<file path="src/design/plca_cfg.svh">
`ifndef PLCA_CFG_SVH
`define PLCA_CFG_SVH

// mii and node id widths
`define PLCA_NIBBLE_W      4
`define PLCA_ID_W          8      // node id and node count

// PLCA timers in TX_CLK cycles
`define PLCA_TO_CYCLES     8      // one empty transmit opportunity
`define PLCA_BEACON_CYCLES 4
`define PLCA_TIMER_W       4      // wide enough for either count

// store-and-forward frame buffer
`define PLCA_FRAME_DEPTH   64     // nibbles
`define PLCA_ADDR_W        6
`define PLCA_LEN_W         7      // counts 0 up to the full depth

// codes on rxd/txd with dv/en low and er high
`define PLCA_BEACON_TXD    4'b0010
`define PLCA_COMMIT_TXD    4'b0011

`endif
</file>
<file path="src/design/plca_pkg.sv">
`include "plca_cfg.svh"

package plca_pkg;

    // receive MII straight from the PHY pins
    typedef struct packed {
        logic                      rx_dv;
        logic                      rx_er;
        logic [`PLCA_NIBBLE_W-1:0] rxd;
    } mii_rx_t;

    // transmit MII towards the PHY
    typedef struct packed {
        logic                      tx_en;
        logic                      tx_er;
        logic [`PLCA_NIBBLE_W-1:0] txd;
    } mii_tx_t;

    // MAC side with en high for the whole frame
    typedef struct packed {
        logic                      en;
        logic [`PLCA_NIBBLE_W-1:0] nibble;
    } mac_tx_t;

    typedef struct packed {
        logic                  plca_en;
        logic [`PLCA_ID_W-1:0] local_node_id;
        logic [`PLCA_ID_W-1:0] node_count;     // bounds the opportunity cycle
    } plca_cfg_t;

    typedef enum logic [1:0] {
        NONE   = 2'd0,
        BEACON = 2'd1,
        COMMIT = 2'd2
    } rx_cmd_e;

    typedef struct packed {
        rx_cmd_e cmd;
        logic    receiving;      // somebody else owns the medium
    } rx_event_t;

    // control -> transmit path
    typedef struct packed {
        logic tx_beacon;         // level for one whole beacon
        logic my_turn;           // strobe at the start of our opportunity
    } txop_t;

endpackage

</file>
<file path="src/design/plca_rs.sv">
module plca_rs (
    input  logic                TX_CLK,
    input  logic                reset,
    input  plca_pkg::mii_rx_t   mii_rx,
    input  logic                crs,
    input  plca_pkg::mac_tx_t   mac_tx,
    input  plca_pkg::plca_cfg_t cfg,      // stable once out of reset
    output plca_pkg::mii_tx_t   mii_tx
);
    import plca_pkg::*;

    rx_event_t rx_ev;      // decoded receive side
    txop_t     txop;       // beacon level and turn strobe
    logic      tx_busy;    // own frame on the wire

    plca_rx_decode u_rx_decode (
        .TX_CLK  (TX_CLK),
        .reset   (reset),
        .mii_rx  (mii_rx),
        .crs     (crs),
        .rx_ev   (rx_ev)
    );

    // beacon and opportunity cycle
    plca_control u_control (
        .TX_CLK  (TX_CLK),
        .reset   (reset),
        .cfg     (cfg),
        .rx_ev   (rx_ev),
        .tx_busy (tx_busy),
        .txop    (txop)
    );

    // frame buffer and MII encoder
    plca_tx_path u_tx_path (
        .TX_CLK  (TX_CLK),
        .reset   (reset),
        .mac_tx  (mac_tx),
        .txop    (txop),
        .tx_busy (tx_busy),
        .mii_tx  (mii_tx)
    );

endmodule

</file>
<file path="src/design/plca_tx_path.sv">
`include "plca_cfg.svh"

module plca_tx_path (
    input  logic               TX_CLK,
    input  logic               reset,
    input  plca_pkg::mac_tx_t  mac_tx,
    input  plca_pkg::txop_t    txop,
    output logic               tx_busy,
    output plca_pkg::mii_tx_t  mii_tx
);

    localparam logic [`PLCA_LEN_W-1:0] FULL_LEN = `PLCA_LEN_W'(`PLCA_FRAME_DEPTH);

    logic [`PLCA_NIBBLE_W-1:0] mem [`PLCA_FRAME_DEPTH];   // one frame
    logic [`PLCA_LEN_W-1:0]    len;        // nibbles written
    logic [`PLCA_LEN_W-1:0]    rd_ptr;     // next nibble to send
    logic                      en_q;       // mac en, previous cycle
    logic                      full_q;     // complete frame waiting
    logic                      tx_en_q;
    logic [`PLCA_NIBBLE_W-1:0] txd_q;
    logic                      wr_ok;
    logic                      frame_done;
    logic                      start;
    logic                      last;

    // tail of an overlong frame is dropped
    assign wr_ok      = mac_tx.en && !full_q && !tx_en_q && (len != FULL_LEN);
    assign frame_done = en_q && !mac_tx.en && !full_q && !tx_en_q && (len != '0);
    assign start      = txop.my_turn && full_q && !tx_en_q;
    assign last       = tx_en_q && (rd_ptr == len);   // previous nibble was the last

    always_ff @(posedge TX_CLK)
    begin
        if (reset)
        begin
            len     <= '0;
            rd_ptr  <= '0;
            en_q    <= 1'b0;
            full_q  <= 1'b0;
            tx_en_q <= 1'b0;
        end
        else
        begin
            en_q <= mac_tx.en;
            if (wr_ok)
            begin
                len <= len + `PLCA_LEN_W'(1);
            end
            if (frame_done)
            begin
                full_q <= 1'b1;             // en fell, frame ready to go
            end
            if (start)
            begin
                tx_en_q <= 1'b1;
                rd_ptr  <= `PLCA_LEN_W'(1);  // nibble 0 leaves now
            end
            else if (last)
            begin
                tx_en_q <= 1'b0;
                full_q  <= 1'b0;            // buffer free for the next frame
                len     <= '0;
            end
            else if (tx_en_q)
            begin
                rd_ptr <= rd_ptr + `PLCA_LEN_W'(1);
            end
        end
    end

    // buffer and outgoing nibble
    always_ff @(posedge TX_CLK)
    begin
        if (wr_ok)
        begin
            mem[len[`PLCA_ADDR_W-1:0]] <= mac_tx.nibble;
        end
        if (start)
        begin
            txd_q <= mem[0];
        end
        else if (tx_en_q && !last)
        begin
            txd_q <= mem[rd_ptr[`PLCA_ADDR_W-1:0]];
        end
    end

    assign tx_busy      = tx_en_q;
    assign mii_tx.tx_en = tx_en_q;
    assign mii_tx.tx_er = txop.tx_beacon;            // beacon is sent as an error code
    assign mii_tx.txd   = txop.tx_beacon ? `PLCA_BEACON_TXD :
                          (tx_en_q ? txd_q : '0);    // idle txd at zero

    // control must not start a beacon over our own frame
    a_beacon_idle: assert property (@(posedge TX_CLK) disable iff (reset)
        txop.tx_beacon |-> !tx_busy);

endmodule

</file>
<file path="src/design/plca_control.sv">
`include "plca_cfg.svh"

module plca_control (
    input  logic                TX_CLK,
    input  logic                reset,
    input  plca_pkg::plca_cfg_t cfg,
    input  plca_pkg::rx_event_t rx_ev,
    input  logic                tx_busy,
    output plca_pkg::txop_t     txop
);
    import plca_pkg::*;

    typedef enum logic [2:0] {
        DISABLED,
        WAIT_BEACON,
        SEND_BEACON,
        OPPORTUNITY,
        HOLD
    } state_e;

    localparam logic [`PLCA_TIMER_W-1:0] TO_LAST =
        `PLCA_TIMER_W'(`PLCA_TO_CYCLES - 1);
    localparam logic [`PLCA_TIMER_W-1:0] BEACON_LAST =
        `PLCA_TIMER_W'(`PLCA_BEACON_CYCLES - 1);

    state_e                   state;
    logic [`PLCA_ID_W-1:0]    cur_id;      // curID of the running opportunity
    logic [`PLCA_TIMER_W-1:0] timer;       // shared by beacon and to timer
    logic [`PLCA_ID_W-1:0]    last_id;
    logic                     is_head;     // node 0 originates the beacons
    logic                     busy;        // medium in use so the count freezes
    logic                     rx_beacon;
    logic                     txop_end;

    assign last_id   = cfg.node_count - `PLCA_ID_W'(1);
    assign is_head   = (cfg.local_node_id == '0);
    assign busy      = rx_ev.receiving || tx_busy;
    assign rx_beacon = !is_head && (rx_ev.cmd == BEACON);   // node 0 ignores its echo

    // opportunity ends when the idle timer runs out or the medium goes quiet
    assign txop_end = !busy &&
                      ((state == OPPORTUNITY && timer == TO_LAST) || state == HOLD);

    always_ff @(posedge TX_CLK)
    begin
        if (reset)
        begin
            state  <= WAIT_BEACON;
            cur_id <= '0;
            timer  <= '0;
        end
        else if (!cfg.plca_en)
        begin
            state  <= DISABLED;
            cur_id <= '0;
            timer  <= '0;
        end
        else if (rx_beacon)
        begin
            // held at ID 0 until the beacon ends
            state  <= OPPORTUNITY;
            cur_id <= '0;
            timer  <= '0;
        end
        else
        begin
            case (state)
                DISABLED:
                begin
                    state <= WAIT_BEACON;       // plca_en just came up
                end
                WAIT_BEACON:
                begin
                    if (is_head)
                    begin
                        state <= SEND_BEACON;
                        timer <= '0;
                    end
                end
                SEND_BEACON:
                begin
                    if (timer == BEACON_LAST)
                    begin
                        state  <= OPPORTUNITY;
                        cur_id <= '0;
                        timer  <= '0;
                    end
                    else
                    begin
                        timer <= timer + `PLCA_TIMER_W'(1);
                    end
                end
                OPPORTUNITY, HOLD:
                begin
                    if (txop_end)
                    begin
                        timer <= '0;
                        if (cur_id != last_id)
                        begin
                            state  <= OPPORTUNITY;
                            cur_id <= cur_id + `PLCA_ID_W'(1);
                        end
                        else if (is_head)
                        begin
                            state <= SEND_BEACON;   // cycle closed so next beacon
                        end
                        else
                        begin
                            state <= WAIT_BEACON;   // others resync on the beacon
                        end
                    end
                    else if (busy)
                    begin
                        state <= HOLD;              // timer keeps its value
                    end
                    else
                    begin
                        timer <= timer + `PLCA_TIMER_W'(1);
                    end
                end
                default:
                begin
                    state <= WAIT_BEACON;
                end
            endcase
        end
    end

    assign txop.tx_beacon = (state == SEND_BEACON);
    // without PLCA every cycle is a turn
    // a carrier on our first cycle costs the turn
    assign txop.my_turn = (state == DISABLED) ||
                          (state == OPPORTUNITY && timer == '0 &&
                           cur_id == cfg.local_node_id && !rx_ev.receiving);

    a_cur_id_bound: assert property (@(posedge TX_CLK) disable iff (reset)
        cfg.plca_en |-> (cur_id < cfg.node_count));

    // the frame a strobe starts never runs into a beacon
    a_turn_not_beacon: assert property (@(posedge TX_CLK) disable iff (reset)
        txop.my_turn |=> !txop.tx_beacon);

endmodule

</file>
<file path="src/design/plca_rx_decode.sv">
`include "plca_cfg.svh"

module plca_rx_decode (
    input  logic                TX_CLK,
    input  logic                reset,
    input  plca_pkg::mii_rx_t   mii_rx,
    input  logic                crs,
    output plca_pkg::rx_event_t rx_ev
);
    import plca_pkg::*;

    mii_rx_t rx_q;               // pins one cycle late
    logic    crs_q;
    rx_cmd_e cmd;
    logic    oob;                // out-of-band code on rxd

    // rx clock is the same clock as TX_CLK
    always_ff @(posedge TX_CLK)
    begin
        if (reset)
        begin
            rx_q  <= '0;
            crs_q <= 1'b0;
        end
        else
        begin
            rx_q  <= mii_rx;
            crs_q <= crs;
        end
    end

    assign oob = !rx_q.rx_dv && rx_q.rx_er;

    always_comb
    begin
        cmd = NONE;
        if (oob && rx_q.rxd == `PLCA_BEACON_TXD)
        begin
            cmd = BEACON;
        end
        else if (oob && rx_q.rxd == `PLCA_COMMIT_TXD)
        begin
            cmd = COMMIT;
        end
    end

    assign rx_ev.cmd = cmd;
    // a beacon raises crs but is not traffic
    assign rx_ev.receiving = rx_q.rx_dv || (cmd == COMMIT) || (crs_q && cmd != BEACON);

    // no data on the pins while a beacon is still being decoded
    a_dv_not_beacon: assert property (@(posedge TX_CLK) disable iff (reset)
        (rx_ev.cmd == BEACON) |-> !mii_rx.rx_dv);

endmodule

</file>
<file path="config.mk">
export PLATFORM = sky130hd
export DESIGN_NAME = plca_rs
export DESIGN_NICKNAME = d
export VERILOG_FILES = /design/src/design/plca_pkg.sv /design/src/design/plca_rs.sv /design/src/design/plca_tx_path.sv /design/src/design/plca_control.sv /design/src/design/plca_rx_decode.sv
export VERILOG_INCLUDE_DIRS = /design/src /design/src/design
export SDC_FILE = /design/constraint.sdc
export NUM_CORES = 1
export LEC_CHECK = 0
export BUFFER_PORTS_ARGS = -buffer_cell sky130_fd_sc_hd__buf_2
export CORE_UTILIZATION = 45
export DETAILED_ROUTE_END_ITERATION = 16
export GPL_TIMING_DRIVEN = 0
export PLACE_DENSITY = 0.6
export SYNTH_ARGS = -nofsm -noshare
export SYNTH_HDL_FRONTEND = slang
export SYNTH_SLANG_ARGS = --single-unit
</file>
<file path="constraint.sdc">
create_clock -name TX_CLK -period 3.4 [get_ports TX_CLK]
set_clock_uncertainty 0.2 [all_clocks]
set_input_delay 0.17 -clock TX_CLK [delete_from_list [all_inputs] [get_ports TX_CLK]]
set_output_delay 0.17 -clock TX_CLK [all_outputs]
set_load 0.01 [all_outputs]
</file>
==> flow_summary.ini <==
[sta]
tightest_slew_ps = 1240
slew_headroom_pct = 17.3
fin_crit_sh_pct = 92.0
drv_slew = 0
setup_tns_ps = 0
post-route-min-period_ps = 3130
hold_viol_final = 0
clock.fmax_mhz = 320
setup_viol = 0
rsz0062_at_grt = no

[yosys]
yosysSeqAreaShare_pct = 67.0
synth_edf_count = 260
synth_seq_cells = 299
synth_cell_types = 57
syn_avg_cell_area_um2 = 16.4
synth_largest_area_cell = edfxtp_1
synth_top_area_share_pct = 60.9
netlist_area_um2 = 12800
synth_area_leaders = edfxtp_1, mux4_2, dfxtp_1
synthArstFlopShare_pct = 0
syn_nets = 818
yosys_warnings = 0
synth-main-ff-cell = edfxtp_1
netlist_instances = 780

[worst_setup_path]
cp-start-kind = flip-flop
worst-path-max-fanout = 10
crit_type = flip-flop to flip-flop
rr_worst_depth = 8
r2r-end = u_tx_path.txd_q[1]$_DFFE_PP_
reg2reg_from = u_tx_path.rd_ptr[2]$_SDFFE_PP0P_
crit_required_ps = 3420
crit_arrival_ps = 3150
r2r_slack_ps = 270
worstSetupStartpoint = u_tx_path.rd_ptr[2]$_SDFFE_PP0P_
cp-end-kind = flip-flop

[clock_network]
cts_buffer_depth = 3
cts_buffers = 34
clk_pin_slew_ps = 60
cts_resized = 0
cts_sinks = 299
cts_tree = yes
cts-root-buf = clkbuf_16
cts_max_level = 2
clk_latency_ps = 500

[floorplan]
core_um2 = 27900
die_area_um2 = 29100
die_h_um = 171
dieWidth_um = 171
io_pins = 37
start_util_pct = 46.0
rows = 61

[grt]
gr-total-overflow = 0
grt_pass1_vias = 7254
antenna_found_initial = 0
grt_pass1_wl_um = 42400
grt_max_degree = 65
track_usage_pct = 19.7

[drt]
drtIter0Drc = 693
drc = 0
ant_nets = 0
wirelength_um = 27600
vias = 7101
wl_per_cell_um = 21.8
vias_per_cell = 5.62
dr.pass1.iters = 5

[placement]
portBuffers = 36
globalplace.congestion = 0.872
dp_hpwl_um = 18300

[cells_and_area]
ff_latch_area_um2 = 8590
num-nets-final = 901
final_core_util_pct = 52.4
fillers = 2252
n_antenna_cell = 0
drive_above_1_share_pct = 20.7
final_cell_mix = edfxtp_1, nor2_1, mux4_2
synthToLayoutAreaGrowth_pct = 13.9
final_common_cell = edfxtp_1
multi_input_area_um2 = 3950

[power]
p_leak_uw = 0.00469
cellPowerDensity_nw_per_um2 = 521
ir_worst_vdd_uv = 286

[min_path]
min_path_cells = 5
min_from = cfg[6]
hold_class = input pin to flip-flop
hold_end = u_control.cur_id[1]$_SDFFE_PP0P_

[job]
cap_violations = 0

[outcome]
outcome = finished clean
## layout make-up
type                    count  share of cell area, %
flip-flops and latches    299                   58.8
multi-input cells         420                   27.0
well taps                 378                   3.24
plain buffers              44                   1.47
clock buffers              38                   5.93
repair buffers             48                   2.06
inverters                  16                  0.411
clock inverters            21                   1.03
## worst max-delay path by stage
stage	slack, ps	depth (start not counted)	end
detailed placement	40	9	u_tx_path.txd_q[1]$_DFFE_PP_
CTS	20	9	u_tx_path.txd_q[0]$_DFFE_PP_
finish	270	8	u_tx_path.txd_q[1]$_DFFE_PP_
floorplan	800	9	u_tx_path.txd_q[1]$_DFFE_PP_
global placement	40	9	u_tx_path.txd_q[0]$_DFFE_PP_
global route	70	8	u_control.state[0]$_SDFFE_PP1P_
## Yosys cell counts, drive strengths merged (3+ instances only)
cell type  instances
a21oi              9
a31o               3
a31oi              5
and2               3
and3              11
buf               18
clkbuf            27
dfxtp             39
edfxtp           260
ha                 7
inv               16
mux2               7
mux2i              8
mux4              80
nand2             36
nand2b             6
nand3             18
nand3b             4
nand4             12
nor2              97
nor2b             10
nor3               7
nor4               4
o211ai            10
o21ai             12
or3                5
or3b               3
xnor2             23
xor2              15
## routing by layer
metal	vias up	global-route usage, %	wire length (µm)
li1	3217	-	-
met1	3597	27.0	12000
met2	243	32.4	13400
met3	44	3.61	1630
met4	0	5.56	523
met5	-	0	0
## through the flow
step                      instance area [µm²]  cells  hold slack (ps)  worst slack (ps)  total power, µW
after floorplan                         12800    780             68.9               795             4220
after global placement                  13500   1194              185              40.7             4330
after detailed placement                13500   1194              189              43.0             4340
after CTS                               14600   1265             29.0              23.3             7660
after global routing                    14600   1264              107              73.6             7830
final                                   14600   1264             40.4               271             7600
## cell families (layout without fill, tap and decap cells)
logic type	count (synthesis)	in the layout	share of synthesized area (%)
AOI/OAI and AO/OA	56	56	3.21
xor gates and xnor gates	38	38	2.60
adders and majority gates	7	7	0.684
buffers and inverters	61	167	2.17
DFF	299	299	67.0
muxes	95	95	15.9
and+or+nand+nor	224	224	8.41
## report_power, final
| group | switching (µW) | internal [µW] |
|---|---|---|
| clock | 1410 | 1920 |
| sequential | 10.2 | 4010 |
| combinational | 164 | 91.6 |
## repair_timing
item	4_1_cts	5_1_grt
endpoints found under the setup margin	0	4
hold endpoints to repair	14	0
hold buffers	12	0
buffers inserted	0	0
## critical path, cell delays in order, from the launching register on
cell	delay, ps
dfxtp_1	310
clkbuf_1	240
clkbuf_1	590
mux4_2	420
mux4_2	530
mux2i_1	230
nand2_1	90
o211ai_1	100
o21ai_1	130
## sequential cells by signal (all words and copies together) (netlist names)
signal	cells
u_rx_decode.crs_q	1
u_control.timer	4
u_tx_path.rd_ptr	7
u_control.cur_id	8
u_control.state	3
u_tx_path.tx_busy	1
u_tx_path.en_q	1
u_tx_path.mem	256
u_tx_path.full_q	1
u_tx_path.txd_q	4
u_tx_path.len	7
u_rx_decode.rx_q	6
(Power assumes the default switching activity.)
